==> src/verilog/icache_pkg.sv <==
package icache_pkg;

    // line geometry, one memory beat fills a whole line
    localparam int LINE_BYTES     = 64;
    localparam int OFFSET_WIDTH   = $clog2(LINE_BYTES);       // byte offset inside a line
    localparam int LINE_BITS      = LINE_BYTES * 8;
    localparam int FETCH_BITS     = 64;                       // two instruction words per fetch
    localparam int PAIRS_PER_LINE = LINE_BITS / FETCH_BITS;

    localparam int NUM_WAYS = 2;

    // answer words for a fetch that raised an exception
    localparam logic [31:0] INST_NOP = 32'h03400000;          // andi r0, r0, 0
    localparam logic [6:0]  EXC_ADEF = 7'h08;                 // fetch address error

    // a line is moved and stored flat, the response path picks one pair out of it
    // pair index is address bits 5:3
    typedef union packed {
        logic [LINE_BITS-1:0]                      flat;
        logic [PAIRS_PER_LINE-1:0][FETCH_BITS-1:0] pair;
    } line_t;

endpackage

==> src/verilog/icache_sram.sv <==
`timescale 1ns/1ps

module icache_sram #(
    parameter int DATA_WIDTH  = 32,
    parameter int INDEX_WIDTH = 6
) (
    input  logic                   clk,
    input  logic                   i_we,
    input  logic [INDEX_WIDTH-1:0] i_waddr,
    input  logic [DATA_WIDTH-1:0]  i_wdata,
    input  logic [INDEX_WIDTH-1:0] i_raddr,
    output logic [DATA_WIDTH-1:0]  o_rdata
);

    logic [DATA_WIDTH-1:0] mem [0:(1 << INDEX_WIDTH)-1];

    always_ff @(posedge clk) begin
        if (i_we) begin
            mem[i_waddr] <= i_wdata;
        end
    end

    // read lands one cycle after the index, old data on a same-index write
    always_ff @(posedge clk) begin
        o_rdata <= mem[i_raddr];
    end

    waddr_known: assert property (@(posedge clk) i_we |-> !$isunknown(i_waddr))
        else $error("icache_sram: write with unknown address");

endmodule

==> src/verilog/icache_tag_store.sv <==
`timescale 1ns/1ps

module icache_tag_store #(
    parameter  int INDEX_WIDTH = 6,
    localparam int TAG_WIDTH   = 32 - INDEX_WIDTH - icache_pkg::OFFSET_WIDTH
) (
    input  logic                            clk,
    input  logic                            rstn,
    input  logic [INDEX_WIDTH-1:0]          i_raddr,
    input  logic [TAG_WIDTH-1:0]            i_tag,      // tag of the buffered request
    input  logic [icache_pkg::NUM_WAYS-1:0] i_we,
    input  logic [INDEX_WIDTH-1:0]          i_waddr,
    input  logic [TAG_WIDTH-1:0]            i_wtag,
    input  logic                            i_wvalid,
    input  logic                            i_lru_we,
    input  logic                            i_lru_way,
    output logic [icache_pkg::NUM_WAYS-1:0] o_hit,
    output logic                            o_victim,
    output logic                            o_init_busy
);

    logic [INDEX_WIDTH-1:0]          init_idx;
    logic                            init_busy;
    logic [icache_pkg::NUM_WAYS-1:0] way_we;
    logic [INDEX_WIDTH-1:0]          way_waddr;
    logic [TAG_WIDTH:0]              way_wdata;              // {valid, tag}
    logic [TAG_WIDTH:0]              way_rdata [icache_pkg::NUM_WAYS];
    logic [(1 << INDEX_WIDTH)-1:0]   lru;                    // most recently used way per set

    // clear every valid bit once after reset
    always_ff @(posedge clk) begin
        if (!rstn) begin
            init_idx  <= '0;
            init_busy <= 1'b1;
        end else if (init_busy) begin
            init_idx <= init_idx + 1'b1;
            if (&init_idx) begin
                init_busy <= 1'b0;                          // last index written
            end
        end
    end

    assign o_init_busy = init_busy;

    // sweep owns the write port while it runs
    assign way_we    = init_busy ? '1 : i_we;
    assign way_waddr = init_busy ? init_idx : i_waddr;
    assign way_wdata = init_busy ? '0 : {i_wvalid, i_wtag};

    for (genvar w = 0; w < icache_pkg::NUM_WAYS; w++) begin : g_way
        icache_sram #(
            .DATA_WIDTH  (TAG_WIDTH + 1),
            .INDEX_WIDTH (INDEX_WIDTH)
        ) u_tagv (
            .clk     (clk),
            .i_we    (way_we[w]),
            .i_waddr (way_waddr),
            .i_wdata (way_wdata),
            .i_raddr (i_raddr),
            .o_rdata (way_rdata[w])
        );

        assign o_hit[w] = way_rdata[w][TAG_WIDTH] && (way_rdata[w][TAG_WIDTH-1:0] == i_tag);
    end

    always_ff @(posedge clk) begin
        if (!rstn) begin
            lru <= '0;
        end else if (i_lru_we) begin
            lru[i_waddr] <= i_lru_way;
        end
    end

    // write index is the buffered request, so the victim holds through a miss
    assign o_victim = ~lru[i_waddr];

    // a refill never loads a line that is already present in the other way
    single_way_hit: assert property (@(posedge clk) disable iff (!rstn || init_busy)
        o_hit !== '1)
        else $error("icache_tag_store: both ways hit");

endmodule

==> config.mk <==
export PLATFORM = sky130hd
export DESIGN_NAME = icache_tag_store
export DESIGN_NICKNAME = d
export VERILOG_FILES = /design/src/verilog/icache_pkg.sv /design/src/verilog/icache_sram.sv /design/src/verilog/icache_tag_store.sv
export SDC_FILE = /design/constraint.sdc
export NUM_CORES = 2
export LEC_CHECK = 0
export ABC_AREA = 1
export BUFFER_PORTS_ARGS = -buffer_cell sky130_fd_sc_hd__buf_2
export CAP_MARGIN = 30
export CORE_UTILIZATION = 25
export DETAILED_ROUTE_END_ITERATION = 16
export PLACE_DENSITY = 0.48
export RECOVER_POWER = 25
export SYNTH_ARGS = -nofsm -noshare
export SYNTH_HDL_FRONTEND = slang
export SYNTH_SLANG_ARGS = --single-unit
==> constraint.sdc <==
create_clock -name clk -period 11.4 [get_ports clk]
set_input_delay 1.71 -clock clk [delete_from_list [all_inputs] [get_ports clk]]
set_output_delay 1.71 -clock clk [all_outputs]
set_load 0.02 [all_outputs]
== After elaboration in Yosys (flattened, before gate mapping) ==
Memories as Yosys holds them, arrays and structs flattened. A register that Yosys moved wholly into a read port is not among the register bits.
Cells that the tools add are included.
Operators by class
  add/subtract/negate cells: 1
  magnitude comparators: 2
  equality and inequality tests: 2
  muxes and demuxes: 14
  bitwise gates (word level): 1
  reduce and logical (&&, ||, !) cells: 4
Operators by type and width (count)
  64-bit bitwise mux: 1
  20-bit == test: 2
  21-bit 2-to-1 mux: 1
  1-bit 2-to-1 mux: 8
  6-bit by 7-bit less-than comparator with 1-bit output (second input constant): 1
  6-bit by 1-bit adder with 6-bit output (second input constant): 1
  1-bit binary-select mux with 6-bit select: 1
  1-bit demux with 6-bit select: 1
  6-bit by 1-bit >= comparator with 1-bit output (second input constant): 1
  6-bit 2-to-1 mux: 1
  6-bit AND reduction: 1
  1-bit logical AND: 3
  2-bit 2-to-1 mux: 1
  1-bit inverter: 1
Word-level totals
  register bits after elaboration: 71
  memory bits (writable): 2688
  input port bits: 59
  memories kept: 2
Memory list
  g_way[0].u_tagv.mem: depth 64, width 21, read ports 1, clocked after Yosys merged registers in 1, wr ports 1, RTL line icache_sram.sv:15  | logic [DATA_WIDTH-1:0] mem [0:(1 << INDEX_WIDTH)-1];
  g_way[1].u_tagv.mem: depth 64, width 21, read ports 1, clocked after Yosys merged registers in 1, wr ports 1, RTL line icache_sram.sv:15

== Depth between registers and ports, before layout ==
  depth in word-level cells: 5
  mapped depth: 13

== Modules after synthesis ==
Synthesis repeated with hierarchy kept, for this count alone.
Unflattened totals
  cell total of the unflattened synthesis: 9832
  area total of the unflattened synthesis: 113710.3 µm²
Modules (own cells, without submodules)
  icache_sram: times used 2, cells an instance 4587, area each 54762.5 µm²
  icache_tag_store: times used 1, cells an instance 658, area each 4185.3 µm²

== Worst setup path after synthesis ==
Ideal clock, no wire load.
  path type: input port to flip-flop
  start: input port i_wtag[0]
  end: memory g_way[0].u_tagv.mem[0][0] in the netlist's numbering, data pin
  library setup time: 0.804 ns
  arrival: 4.726 ns
  required time: 10.596 ns
  setup slack: 5.871 ns
  stages: 2
  cell sequence: inv_1 -> nor2_1
Between the ends
  word-level cells in the longest chain between the ends: 1
Ends and longest elaborated chain
  start, declared: RTL line icache_tag_store.sv:13  | input logic [TAG_WIDTH-1:0] i_wtag,
  21-bit 2-to-1 mux: RTL line icache_tag_store.sv:48  | assign way_wdata = init_busy ? '0 : {i_wvalid, i_wtag};
  named net g_way[0].u_tagv.i_wdata[0]: RTL line icache_sram.sv:10  | input logic [DATA_WIDTH-1:0] i_wdata,
  end, declared: RTL line icache_sram.sv:15
The timed path passes the listed nets, and every way through them passes these cells.

== Worst setup path in the final report ==
  start: register init_busy (netlist: o_init_busy)
  end: memory g_way[1].u_tagv.mem[29][19] in the netlist's numbering, data pin
Between the ends
  word-level cells in the longest chain between the ends: 1
Ends and longest elaborated chain
  start, declared: RTL line icache_tag_store.sv:23  | logic init_busy;
  start signal, assigned: RTL line icache_tag_store.sv:34  | init_busy <= 1'b1;
  start signal, assigned: RTL line icache_tag_store.sv:38  | init_busy <= 1'b0;
  21-bit 2-to-1 mux: RTL line icache_tag_store.sv:48
  named net g_way[0].u_tagv.i_wdata[19]: RTL line icache_sram.sv:10
  end, declared: RTL line icache_sram.sv:15
The timed path passes the listed nets, and every way through them passes these cells.

==> impl_metrics.yaml <==
outcome:
  status: "finished with violations"
  violations: "capacitance limit, slew limit"
yosys:
  seq_area_frac_synth: 0.7343
  synthCells: 9671
  netlist-cell-type-count: 32
  ys_warn_count: 0
  synth.avg_cell_area_um2: 11.69
  syn_area_um2: 113000
  syn-num-nets: 9731
  synth_seq_cells: 2801
final_layout:
  drive_gt1_frac: 0.09010
  stdcell_count: 15880
  final_cell_mix: "3102 x nand2_1, 2688 x edfxtp_1, 2554 x nand3_1, 323 x clkbuf_16, 206 x buf_4"
  layout.cells.most_common: "nand2_1"
  nets: 9733
  synthToLayoutAreaGrowth_pct: 15.53
flow_run:
  maxCapViolCount: 29
drt:
  ant_nets: 0
  drt-total-wl_um: 369500
  wirelength_met1_um: 164400
  firstDrtPassIters: 6
  met3_length_um: 21230
  wl_per_cell_um: 23.27
  drc_errors: 0
  drt_iter0_markers: 7521
  avgViaCountPerCell: 4.709
  wl_met2_um: 171900
  num_vias: 74790
  top_layer_used: "met5"
placement:
  dp.cells: 15300
  gp_congestion: 0.8041
  portBuffers: 62
  dp_hpwl_um: 204700
timing:
  slew_headroom: -1.799
  slew_violations: 1509
  tns_ps: 0
  period_share: 0.6028
  timing.fmax_ghz: 0.1455
  tightest_slew_ps: 4198
  hold_viol_final: 0
  period_needed_ps: 6872
  setup_viol: 0
  rsz0062_at_grt: "no"
  fin_skew_ps: 82.52
die:
  ios: 63
  dieArea_um2: 454700
  core_area_um2: 449400
  initial_core_util: 0.2515
  die_height_um: 674.3
  rows: 246
  floorplan.die.width_um: 674.3
critical_path:
  crit_type: "reg2reg"
  r2r_start: "o_init_busy"
  arrival_ps: 7460
  worst_path_max_delay_cell: "clkbuf_1"
  startpoint_type: "flip-flop"
  crit_fanout: 56
  max_stage_delay_ps: 2260
  cp.required_ps: 11990
  crit_path_frequent_cell: "clkbuf_1"
  end_kind: "flip-flop"
  path_cells: "clkbuf_1 > nor2_4 > clkbuf_1 > clkbuf_1 > buf_4"
  cp-startpoint: "o_init_busy"
  cp_top_family: "buffers and inverters"
  critPathBufInv: 4
clock_network:
  cts_tree: "yes"
  cts_sinks: 2801
  htreeDepth: 5
  path_clk_slew_ps: 60
  clkLatencyLatePin_ps: 940
  cts_buffers: 318
  hold_buffers: 0
  post-cts-setup-buffers: 0
  post_cts_resized: 0
  clockRootBuffer: "clkbuf_16"
  clk_path_buf_depth: 4
worst_hold_path:
  hp-start: "lru[54]"
  hold_path.class: "reg2reg"
global_route:
  antenna_found_initial: 27
  grt_max_degree: 194
  grt_usage: 0.1574
  overflow: 0
  grt_pass1_wl_um: 528800
  first_global_vias: 70910
pwr:
  total_leakage_power_uw: 0.04566
  power.density_nw_per_um2: 170.9
  peakVddDrop_v: 0.0001048
[per-layer routing]
layer	global-route usage	up-vias
met5	0	-
met1	0.2204	37650
met4	0.05023	4
met3	0.01972	503
li1	-	34280
met2	0.2528	2353
[state kept, by name, indices dropped and copies added, names as in the netlist]
| signal | cells |
|---|---|
| init_idx | 6 |
| lru | 64 |
| o_init_busy | 1 |
| g_way.u_tagv.o_rdata | 42 |
| g_way.u_tagv.mem | 2688 |
[cell families after synthesis]
| group | after synthesis | synth area share |
|---|---|---|
| simple gates | 5946 | 0.2277 |
| flops | 2801 | 0.7343 |
| buf+inv | 723 | 0.02831 |
| compound gates | 188 | 0.008658 |
| xor+xnor | 12 | 0.0009300 |
| fa+ha+maj | 1 | 0.0001107 |
[final cells by class]
type | count | area, µm²
antenna | 7 | 17.52
clock buffer | 415 | 8588
clock inverter | 154 | 1254
fill | 45870 | 318800
inverter | 87 | 357.8
multi-input combinational | 6147 | 27460
sequential | 2801 | 82980
tap | 5952 | 7447
timing repair buffer | 318 | 2447
[final timing paths]
kind	endpoint	slack, ps	depth (start not counted)
setup / recovery	g_way[1].u_tagv.mem[29][19]	4530	5
hold / removal	lru[54]	480	2
setup reg to reg	g_way[1].u_tagv.mem[29][19]	4530	5
hold reg to reg	lru[54]	480	2
[cells in the mapped netlist]
master       n  share of area
buf_4       21         0.0014
inv_1       69         0.0023
nand2_2      2        0.00011
clkinv_1    10        0.00033
clkbuf_1   203         0.0067
o22ai_1      8        0.00044
a21oi_1     69         0.0031
a22o_1       4        0.00031
nand3_1   2554           0.11
or2_1        1       0.000055
xor2_1       1       0.000078
edfxtp_1  2688           0.71
inv_2        8        0.00027
dfxtp_1    113          0.020
a21oi_2      1       0.000078
xnor2_1     11        0.00085
nand2_1   3104           0.10
nor2_2       9        0.00050
o21ai_1      2       0.000089
nand3_2      3        0.00027
nor3_2       8        0.00071
buf_2      319          0.014
nor3_1      82         0.0036
o21ai_0    101         0.0045
o21ai_2      1       0.000078
nor2_1     176         0.0058
nor4_1       1       0.000055
nand4_1      6        0.00033
a211oi_1     2        0.00013
ha_1         1        0.00011
buf_1       92         0.0031
buf_6        1        0.00010
[tightest hold or removal path: cells and delay by family, from the launching register on]
family             cells  cell delay (ps)
DFF                    1              300
AOI/OAI and AO/OA      2              130
[metrics by stage]
stage	instance area, µm²	setup slack, ps	utilization	hold slack [ps]	total power (µW)
final	130600	4528	0.2905	475.4	22320
after global routing	130500	4080	0.2905	494.1	22970
after CTS	130700	5942	0.2908	476.5	22490
after detailed placement	120900	5577	0.2689	467.9	12670
after global placement	120700	5606	0.2687	458.8	12670
after floorplan	113000	5871	-	439.5	12150
[report_power, final]
part	internal [µW]	switching (µW)
Sequential	11200	44.9
Clock	5620	4250
Combinational	296	925
Total	17100	5220
Note: power is estimated with default switching activity, not from simulation.
