==> src/verilog/icache_pkg.sv <==
package icache_pkg;

    // line geometry, one memory beat fills a whole line
    localparam int LINE_BYTES     = 64;
    localparam int OFFSET_WIDTH   = $clog2(LINE_BYTES);       // byte offset inside a line
    localparam int LINE_BITS      = LINE_BYTES * 8;
    localparam int FETCH_BITS     = 64;                       // two instruction words per fetch
    localparam int PAIRS_PER_LINE = LINE_BITS / FETCH_BITS;

    localparam int NUM_WAYS = 2;

    // answer words for a fetch that raised an exception
    localparam logic [31:0] INST_NOP = 32'h03400000;          // andi r0, r0, 0
    localparam logic [6:0]  EXC_ADEF = 7'h08;                 // fetch address error

    // a line is moved and stored flat, the response path picks one pair out of it
    // pair index is address bits 5:3
    typedef union packed {
        logic [LINE_BITS-1:0]                      flat;
        logic [PAIRS_PER_LINE-1:0][FETCH_BITS-1:0] pair;
    } line_t;

endpackage

==> src/verilog/icache_ctrl.sv <==
`timescale 1ns/1ps

module icache_ctrl #(
    parameter  int INDEX_WIDTH = 6,
    localparam int TAG_WIDTH   = 32 - INDEX_WIDTH - icache_pkg::OFFSET_WIDTH
) (
    input  logic                              clk,
    input  logic                              rstn,
    // requester
    input  logic                              i_req_valid,
    input  logic [31:0]                       i_req_addr,
    input  logic                              i_req_inv,
    output logic                              o_req_ready,
    output logic                              o_resp_valid,
    output logic [icache_pkg::FETCH_BITS-1:0] o_resp_data,
    output logic [6:0]                        o_exc_code,
    output logic                              o_inv_done,
    // memory read channel
    output logic                              o_mem_rvalid,
    output logic [31:0]                       o_mem_raddr,
    input  logic                              i_mem_rready,
    input  icache_pkg::line_t                 i_mem_rdata,
    // stores
    output logic [INDEX_WIDTH-1:0]            o_rindex,
    output logic [INDEX_WIDTH-1:0]            o_windex,
    output logic [TAG_WIDTH-1:0]              o_tag,
    output logic [icache_pkg::NUM_WAYS-1:0]   o_tag_we,
    output logic [TAG_WIDTH-1:0]              o_wtag,
    output logic                              o_wvalid,
    output logic                              o_lru_we,
    output logic                              o_lru_way,
    output logic [icache_pkg::NUM_WAYS-1:0]   o_data_we,
    output logic                              o_way_sel,
    output icache_pkg::line_t                 o_wline,
    input  logic [icache_pkg::NUM_WAYS-1:0]   i_hit,
    input  logic                              i_victim,
    input  logic                              i_init_busy,
    input  icache_pkg::line_t                 i_line
);

    localparam logic [2:0] IDLE   = 3'd0;
    localparam logic [2:0] LOOKUP = 3'd1;
    localparam logic [2:0] MISS   = 3'd2;
    localparam logic [2:0] REFILL = 3'd3;
    localparam logic [2:0] INVAL  = 3'd4;

    logic [2:0]                      state;
    logic [2:0]                      next_state;
    logic [31:0]                     req_addr_q;
    logic                            req_inv_q;
    icache_pkg::line_t               ret_buf;               // the one memory beat
    logic                            accept;
    logic                            answer_now;
    logic                            misaligned;
    logic [2:0]                      pair_sel;
    logic [icache_pkg::NUM_WAYS-1:0] victim_oh;
    logic [icache_pkg::NUM_WAYS-1:0] inval_oh;

    assign misaligned = req_addr_q[1:0] != 2'b00;
    assign pair_sel   = req_addr_q[icache_pkg::OFFSET_WIDTH-1:3];
    assign victim_oh  = {i_victim, ~i_victim};
    assign inval_oh   = {req_addr_q[0], ~req_addr_q[0]};    // bit 0 picks the way

    // lookup that answers this cycle frees the request slot
    assign answer_now  = (state == LOOKUP) && (misaligned || (|i_hit));
    assign o_req_ready = ((state == IDLE) && !i_init_busy) || answer_now;
    assign accept      = i_req_valid && o_req_ready;

    always_ff @(posedge clk) begin
        if (!rstn) begin
            state     <= IDLE;
            req_inv_q <= 1'b0;
        end else begin
            state <= next_state;
            if (accept) begin
                req_inv_q <= i_req_inv;
            end
        end
    end

    always_ff @(posedge clk) begin
        if (accept) begin
            req_addr_q <= i_req_addr;
        end
        if (o_mem_rvalid && i_mem_rready) begin
            ret_buf <= i_mem_rdata;
        end
    end

    // stores are read with the incoming address, written with the buffered one
    assign o_rindex = i_req_addr[icache_pkg::OFFSET_WIDTH +: INDEX_WIDTH];
    assign o_windex = req_addr_q[icache_pkg::OFFSET_WIDTH +: INDEX_WIDTH];
    assign o_tag    = req_addr_q[31 -: TAG_WIDTH];
    assign o_wtag   = req_addr_q[31 -: TAG_WIDTH];
    assign o_wvalid = !req_inv_q;                           // an invalidate writes valid low
    assign o_way_sel = i_hit[1];
    assign o_wline   = ret_buf;

    assign o_mem_rvalid = state == MISS;
    assign o_mem_raddr  = {req_addr_q[31:icache_pkg::OFFSET_WIDTH],
                           {icache_pkg::OFFSET_WIDTH{1'b0}}};

    always_comb begin
        next_state   = state;
        o_resp_valid = 1'b0;
        o_resp_data  = i_line.pair[pair_sel];
        o_exc_code   = '0;
        o_inv_done   = 1'b0;
        o_tag_we     = '0;
        o_data_we    = '0;
        o_lru_we     = 1'b0;
        o_lru_way    = i_hit[1];
        case (state)
            IDLE: begin
                if (accept) begin
                    next_state = i_req_inv ? INVAL : LOOKUP;
                end
            end
            LOOKUP: begin
                if (misaligned) begin
                    o_resp_valid = 1'b1;
                    o_resp_data  = {icache_pkg::INST_NOP, icache_pkg::INST_NOP};
                    o_exc_code   = icache_pkg::EXC_ADEF;
                end else if (|i_hit) begin
                    o_resp_valid = 1'b1;
                    o_lru_we     = 1'b1;                    // hit way becomes most recent
                end
                if (!answer_now) begin
                    next_state = MISS;
                end else if (accept) begin
                    next_state = i_req_inv ? INVAL : LOOKUP;
                end else begin
                    next_state = IDLE;
                end
            end
            MISS: begin
                if (i_mem_rready) begin
                    next_state = REFILL;
                end
            end
            REFILL: begin
                o_resp_valid = 1'b1;
                o_resp_data  = ret_buf.pair[pair_sel];
                o_tag_we     = victim_oh;
                o_data_we    = victim_oh;
                o_lru_we     = 1'b1;
                o_lru_way    = i_victim;
                next_state   = IDLE;
            end
            INVAL: begin
                o_tag_we   = inval_oh;
                o_inv_done = 1'b1;
                next_state = IDLE;
            end
            default: begin
                next_state = IDLE;
            end
        endcase
    end

    mem_req_held: assert property (@(posedge clk) disable iff (!rstn)
        o_mem_rvalid && !i_mem_rready |=> o_mem_rvalid && $stable(o_mem_raddr))
        else $error("icache_ctrl: memory read request changed before rready");

endmodule

==> config.mk <==
export PLATFORM = sky130hd
export DESIGN_NAME = icache_ctrl
export DESIGN_NICKNAME = d
export VERILOG_FILES = /design/src/verilog/icache_pkg.sv /design/src/verilog/icache_ctrl.sv
export SDC_FILE = /design/constraint.sdc
export NUM_CORES = 1
export LEC_CHECK = 0
export BUFFER_PORTS_ARGS = -buffer_cell sky130_fd_sc_hd__buf_2
export CORE_AREA = 2 2 681 683
export DETAILED_ROUTE_END_ITERATION = 10
export DIE_AREA = 0 0 683 685
export HOLD_SLACK_MARGIN = 0.03
export PLACE_DENSITY = 0.32
export SYNTH_ARGS = -nofsm -noshare
export SYNTH_HDL_FRONTEND = slang
export SYNTH_SLANG_ARGS = --single-unit
==> constraint.sdc <==
create_clock -name clk -period 20.4 [get_ports clk]
set_input_delay 6.12 -clock clk [delete_from_list [all_inputs] [get_ports clk]]
set_output_delay 6.12 -clock clk [all_outputs]
set_load 0.1 [all_outputs]
Yosys cells after proc, flatten, opt, wreduce, memory -nomap -nowiden
Index checks and enable logic that the tools add are counted.
{ "word_totals": {"mem_count": 0, "ram_bits": 0, "ff_bits": 548, "input_bits": 1065, "mem_bits_ro": 0, "latchBits": 0, "elab_cells": 48} }
{ "op_classes": {"add_sub_neg": 0, "bitwise": 2, "shift": 0, "magnitude_cmp": 1, "n_mux": 23, "eq_ne": 6, "div": 0, "reduce_logical": 12, "mul": 0} }
{ "op_table": {"columns": ["op", "count"], "rows": [
  ["64-bit binary-select mux with 3-bit select", 2],
  ["64-bit two-way mux", 3],
  ["64-bit one-hot mux with 2 select lines", 1],
  ["3-bit two-way mux", 5],
  ["3-bit one-hot mux with 3 select lines", 1],
  ["4-bit two-way mux", 2],
  ["3-bit by 2-bit == test with 1-bit output (second input constant)", 2],
  ["1-bit two-way mux", 5],
  ["1-bit logical AND", 4],
  ["3-bit by 4-bit < comparator with 1-bit output (second input constant)", 1],
  ["1-bit one-hot mux with 2 select lines", 2],
  ["2-bit one-hot mux with 2 select lines", 1],
  ["3-bit by 1-bit == test with 1-bit output (second input constant)", 1],
  ["3-bit == test (second input constant)", 1],
  ["3-bit logical NOT", 1],
  ["1-bit logical NOT", 2],
  ["1-bit logical OR", 2],
  ["2-bit two-way mux", 1],
  ["2-bit by 1-bit inequality test with 1-bit output (second input constant)", 1],
  ["2-bit inequality test (second input constant)", 1],
  ["1-bit inverter", 2],
  ["2-bit AND reduction", 1],
  ["2-bit nonzero test", 1],
  ["2-bit OR reduction", 1]
]} }

Depth between registers and ports, before layout
{ "depth": {"depth_word": 8, "ltp_mapped": 8, "depth_no_buf": 4} }

Worst setup path after synthesis
Ideal clock, no wire load.
{ "synth_path": {"path_kind": "input -> register", "from": "in i_mem_rready", "to": "reg ret_buf (netlist bit o_wline[0]), enable pin", "path_stages": 1, "setup_slack_ps": 1856, "required_ps": 19468, "arrival_ps": 17611, "path_buffers": 0, "path_cell_list": "and2_1"} }
{ "synth_via": {"elab_chain_cells": 1} }
{ "synth_lines": {"columns": ["element", "line", "rtl"], "rows": [
  ["start: declaration", "icache_ctrl.sv:21", "input logic i_mem_rready,"],
  ["1-bit logical AND", "icache_ctrl.sv:85", "if (o_mem_rvalid && i_mem_rready) begin"],
  ["end signal: assignment", "icache_ctrl.sv:86", "ret_buf <= i_mem_rdata;"],
  ["end: declaration", "icache_ctrl.sv:51", "icache_pkg::line_t ret_buf;"]
]} }
Every way passes these cells.
A chain may end at the register's enable or synchronous reset.

Worst setup path after layout
{ "layout_path": {"from": "in i_line[463] (netlist name)", "to": "out o_resp_data[15] (netlist name)"} }
{ "layout_via": {"elab_chain_cells": 4} }
{ "layout_lines": {"columns": ["element", "line", "rtl"], "rows": [
  ["start: declaration", "icache_ctrl.sv:38", "input icache_pkg::line_t i_line"],
  ["64-bit binary-select mux with 3-bit select (*)", "icache_ctrl.sv:106", "o_resp_data = i_line.pair[pair_sel];"],
  ["64-bit two-way mux (implied by the code) (*)", "icache_ctrl.sv:106", null],
  ["64-bit two-way mux", "icache_ctrl.sv:120", "if (misaligned) begin"],
  ["64-bit one-hot mux with 2 select lines (*)", "icache_ctrl.sv:113", "case (state)"],
  ["end: declaration", "icache_ctrl.sv:15", "output logic [icache_pkg::FETCH_BITS-1:0] o_resp_data,"]
]} }
Every way passes the cells marked *; elsewhere a longest branch is shown, timed or not. The select of a mux whose other input is x is not followed.

==> report_table.html <==
<table>
<tr><th>Metric</th><th>Value</th></tr>
<tr><th colspan="2">Setup path</th></tr>
<tr><td>Register-to-register setup slack</td><td>15960 ps</td></tr>
<tr><td>Reg2Reg Launch Point</td><td>state[1]</td></tr>
<tr><td>Worst reg-to-reg path cell count</td><td>6</td></tr>
<tr><td>Most repeated library cell on the critical path</td><td>buf_2</td></tr>
<tr><td>Launching element type of the critical path</td><td>input pin</td></tr>
<tr><td>Crit path max fanout</td><td>2</td></tr>
<tr><td>R2R Path End</td><td>o_wline[100]</td></tr>
<tr><td>Crit-path slowest cell</td><td>o211ai_1</td></tr>
<tr><td>Required time of the critical path</td><td>14280 ps</td></tr>
<tr><td>Endpoint kind of the worst setup timing path</td><td>output port</td></tr>
<tr><td>Cell breakdown of the critical path</td><td>buf_2 -&gt; mux2i_1 -&gt; a22oi_2 -&gt; a22oi_1 -&gt; o211ai_1 -&gt; buf_2</td></tr>
<tr><td>Largest stage delay on the critical path</td><td>670 ps</td></tr>
<tr><td>CP Class</td><td>in2out</td></tr>
<tr><td>CP arrival</td><td>8140 ps</td></tr>
<tr><th colspan="2">STA</th></tr>
<tr><td>Worst-Margin Slew</td><td>approximately 1100 ps</td></tr>
<tr><td>Minimum clock period</td><td>14260 ps</td></tr>
<tr><td>Setup-violating endpoint count in the final report</td><td>0</td></tr>
<tr><td>Final worst path period share</td><td>about 70%</td></tr>
<tr><td>Final clock skew</td><td>41.0 ps</td></tr>
<tr><td>Final Max Tran Viols</td><td>0</td></tr>
<tr><td>Remaining max-slew budget at the tightest pin</td><td>23.5%</td></tr>
<tr><td>Max frequency</td><td>70.1 MHz</td></tr>
<tr><td>Total Neg Setup Slack</td><td>0 ps</td></tr>
<tr><td>Setup repair after global routing missed its margin</td><td>false</td></tr>
<tr><td>Number of hold-slack violations in the final timing report</td><td>0</td></tr>
<tr><th colspan="2">Synthesis</th></tr>
<tr><td>Post-synthesis cell count</td><td>roughly 1400</td></tr>
<tr><td>Cell area after technology mapping</td><td>25900 um2</td></tr>
<tr><td>Xor-xnor portion of the synthesized cell area</td><td>0%</td></tr>
<tr><td>Synth Register Bits</td><td>547</td></tr>
<tr><td>Number of enable flip-flop cells after synthesis</td><td>543</td></tr>
<tr><td>Sequential element share of the synthesized area</td><td>about 63%</td></tr>
<tr><td>Cell type contributing the most total cell area after synthesis</td><td>edfxtp_1</td></tr>
<tr><td>Synth warnings</td><td>0</td></tr>
<tr><td>Synth Flop Type</td><td>edfxtp_1</td></tr>
<tr><td>Top cells by instance count after synthesis</td><td>543 x edfxtp_1, 175 x mux2i_1, 172 x mux4_2, 119 x a22oi_1, 112 x buf_4</td></tr>
<tr><td>Dominant combinational cell family by area after synthesis</td><td>multiplexers</td></tr>
<tr><td>Post-synthesis cell type count</td><td>43</td></tr>
<tr><td>Share of async-settable or async-resettable flops after synthesis</td><td>0%</td></tr>
<tr><td>Mux share of post-synthesis cell area</td><td>21.7%</td></tr>
<tr><td>Area fraction of the dominant cell type after synthesis</td><td>63.0%</td></tr>
<tr><td>Synthesized-area fraction occupied by ao, oa, aoi and oai cells</td><td>7.64%</td></tr>
<tr><td>Average instance area after synthesis</td><td>17.9 um2</td></tr>
<tr><td>Leading cell type by number of instances after synthesis</td><td>edfxtp_1</td></tr>
<tr><td>Synthesized-area fraction occupied by adder cells</td><td>0%</td></tr>
<tr><td>Share of synthesized cell area in and, or, nand and nor gates</td><td>1.82%</td></tr>
<tr><td>Area contributors post-synth</td><td>edfxtp_1 63%, mux4_2 15%, mux2i_1 6.8%</td></tr>
<tr><th colspan="2">Floorplan</th></tr>
<tr><td>Effective utilization at floorplan</td><td>5.61%</td></tr>
<tr><td>Vertical die dimension</td><td>~700 um</td></tr>
<tr><td>Area of the core</td><td>461000 um2</td></tr>
<tr><td>Die boundary width</td><td>slightly below 700 um</td></tr>
<tr><td>Ports</td><td>1744</td></tr>
<tr><td>Cell row count</td><td>between 200 and 300</td></tr>
<tr><td>Die area</td><td>around 470000 um2</td></tr>
<tr><th colspan="2">Worst hold path</th></tr>
<tr><td>Type of the tightest min-delay check</td><td>reg2reg</td></tr>
<tr><td>Critical hold path startpoint</td><td>req_inv_q</td></tr>
<tr><td>Sink of the worst hold path</td><td>req_inv_q</td></tr>
<tr><td>Cells on Worst Hold Path</td><td>2</td></tr>
<tr><th colspan="2">Global route</th></tr>
<tr><td>Initial antenna violation count</td><td>187</td></tr>
<tr><td>First-pass GRT wire length</td><td>about 400 mm</td></tr>
<tr><td>Largest net degree at the start of global routing</td><td>116</td></tr>
<tr><td>Total routing resource utilization after global routing</td><td>14.2%</td></tr>
<tr><td>Remaining global-route overflow</td><td>0</td></tr>
<tr><td>Via count of the first global-routing pass</td><td>24349</td></tr>
<tr><th colspan="2">Outcome</th></tr>
<tr><td>Status</td><td>finished clean</td></tr>
<tr><th colspan="2">Routing</th></tr>
<tr><td>Antenna violation net count after detailed routing</td><td>0</td></tr>
<tr><td>DRC violation total after the first TritonRoute iteration</td><td>2494</td></tr>
<tr><td>Routed len/inst</td><td>36.8 um</td></tr>
<tr><td>Router iterations before antenna repair</td><td>5</td></tr>
<tr><td>DRC violation count after routing</td><td>0</td></tr>
<tr><td>Vias per inst</td><td>2.63</td></tr>
<tr><td>Total number of vias</td><td>24678</td></tr>
<tr><td>Routed wire length</td><td>between 300 and 400 mm</td></tr>
<tr><th colspan="2">Clock tree</th></tr>
<tr><td>Clock-pin slew on the worst setup and hold paths</td><td>60 ps</td></tr>
<tr><td>Clk root buf</td><td>clkbuf_16</td></tr>
<tr><td>Number of buffers on the longest clock path</td><td>4</td></tr>
<tr><td>Sinks on the clock net</td><td>547</td></tr>
<tr><td>CTS tree</td><td>done</td></tr>
<tr><td>Count of hold buffers inserted by post-cts repair</td><td>0</td></tr>
<tr><td>Post-CTS Setup Inserts</td><td>0</td></tr>
<tr><td>TritonCTS buffer count</td><td>89</td></tr>
<tr><td>Clock network latency to the later pin of the worst-skew pair</td><td>810 ps</td></tr>
<tr><td>Number of gates resized after CTS</td><td>0</td></tr>
<tr><td>Number of levels in the clock H-tree</td><td>3</td></tr>
<tr><th colspan="2">Finish</th></tr>
<tr><td>Area added between synthesis and finish</td><td>70.8%</td></tr>
<tr><td>Number of filler instances in the final layout</td><td>53219</td></tr>
<tr><td>Final std cell area, no fill</td><td>44200 um2</td></tr>
<tr><td>Fraction of final layout cells with drive strength greater than 1</td><td>66.0%</td></tr>
<tr><td>NumNets Final</td><td>roughly 4200</td></tr>
<tr><th colspan="2">Power and ir drop</th></tr>
<tr><td>Power per cell area</td><td>76.0 nW/um2</td></tr>
<tr><td>Maximum vdd drop</td><td>around 0.058 mV</td></tr>
<tr><td>Clock network fraction of total power</td><td>45.6%</td></tr>
<tr><td>Internal Power</td><td>~2.3 mW</td></tr>
<tr><td>Switching fraction of total power</td><td>32.0%</td></tr>
<tr><td>Comb power frac</td><td>17.2%</td></tr>
<tr><td>Portion of total power attributed to sequential cells</td><td>37.2%</td></tr>
<tr><td>Leakage component of the power</td><td>16.3 nW</td></tr>
<tr><td>Net switching power figure</td><td>between 1 and 1.5 mW</td></tr>
<tr><th colspan="2">Placed design</th></tr>
<tr><td>Final GP Congestion</td><td>0.889</td></tr>
<tr><td>Buffers added on ports</td><td>~1700</td></tr>
<tr><td>Area after detailed placement</td><td>~41000 um2</td></tr>
<tr><td>Post-DP HPWL</td><td>307 mm</td></tr>
<tr><th colspan="2">Run</th></tr>
<tr><td>Max-Cap Viols</td><td>0</td></tr>
</table>
## state kept, by name, indices dropped and copies added (netlist names)
signal,cells
state,3
o_wline,512
req_inv_q,1
req_addr_q,31
## power groups by stage
stage	sequential (mW)	clock (mW)	combinational, mW
finish	1.25	1.53	0.579
global route	1.25	1.63	0.604
CTS	1.25	1.61	0.593
detailed placement	1.27	0	0.591
global placement	1.27	0	0.592
floorplan	1.28	0	0.321
## layout make-up
type | instances | area, um2 | share of cell area, %
well taps | 6174 | 7720 | 17.5
inverters | 5 | 20.0 | 0.0453
clock inverters | 42 | 409 | 0.926
diodes | 46 | 115 | 0.261
clock buffers | 114 | 2320 | 5.25
repair buffers | 1770 | 9020 | 20.4
multi-input cells | 703 | 8180 | 18.5
flip-flops and latches | 547 | 16400 | 37.1
## through the flow
step	utilization (%)	hold slack, ps	setup WS (ps)	total power, mW	cells
final	9.57	473	6140	3.36	9401
after global routing	9.55	516	6200	3.48	9363
after CTS	9.55	469	6210	3.45	9355
after detailed placement	8.96	460	6210	1.86	9199
after global placement	8.96	457	6220	1.86	9199
after floorplan	-	432	1860	1.60	1457
## cell families after synthesis
family,Yosys count
other cells,1
simple gates,93
compound gates,251
buf+inv,207
flops,547
mux,347
## critical path, delay by kind of cell
kind                   cells  cell delay, ps
buffers and inverters      2             640
AO/OA/AOI/OAI              3            1230
multiplexers               1             140
## how the worst max path moves through the flow
stage | cells past startpoint | to | startpoint | slack (ps)
global placement | 6 | o_resp_data[15] | i_line[463] | 6220
global route | 6 | o_resp_data[15] | i_line[463] | 6200
detailed placement | 6 | o_resp_data[15] | i_line[463] | 6210
floorplan | 1 | o_wline[0] | i_mem_rready | 1860
finish | 6 | o_resp_data[15] | i_line[463] | 6140
CTS | 6 | o_resp_data[15] | i_line[463] | 6210
## cells in the final DEF, fill, tap and decap left out, types with 25 or more instances in the layout
cell type  Yosys  final
buf_4        112     35
a32oi_1       39     39
a22oi_1      119    119
edfxtp_1     543    543
clkbuf_1      21     25
mux4_2       172    172
buf_2         46   1730
diode_2        0     46
mux2i_1      175    175
o21ai_1       32     32
nand3_1       50     50
clkbuf_16      0     89
## metal layers
layer	up-vias	global-route usage [%]	wire length [um]	part of all wire (%)
met2	1789	23.5	161000	47
met3	460	8.55	50400	15
met1	12929	15.6	127000	37
met5	-	0	542	0.16
met4	80	2.35	7310	2.1
li1	9420	-	-	-
(Power assumes the default switching activity.)
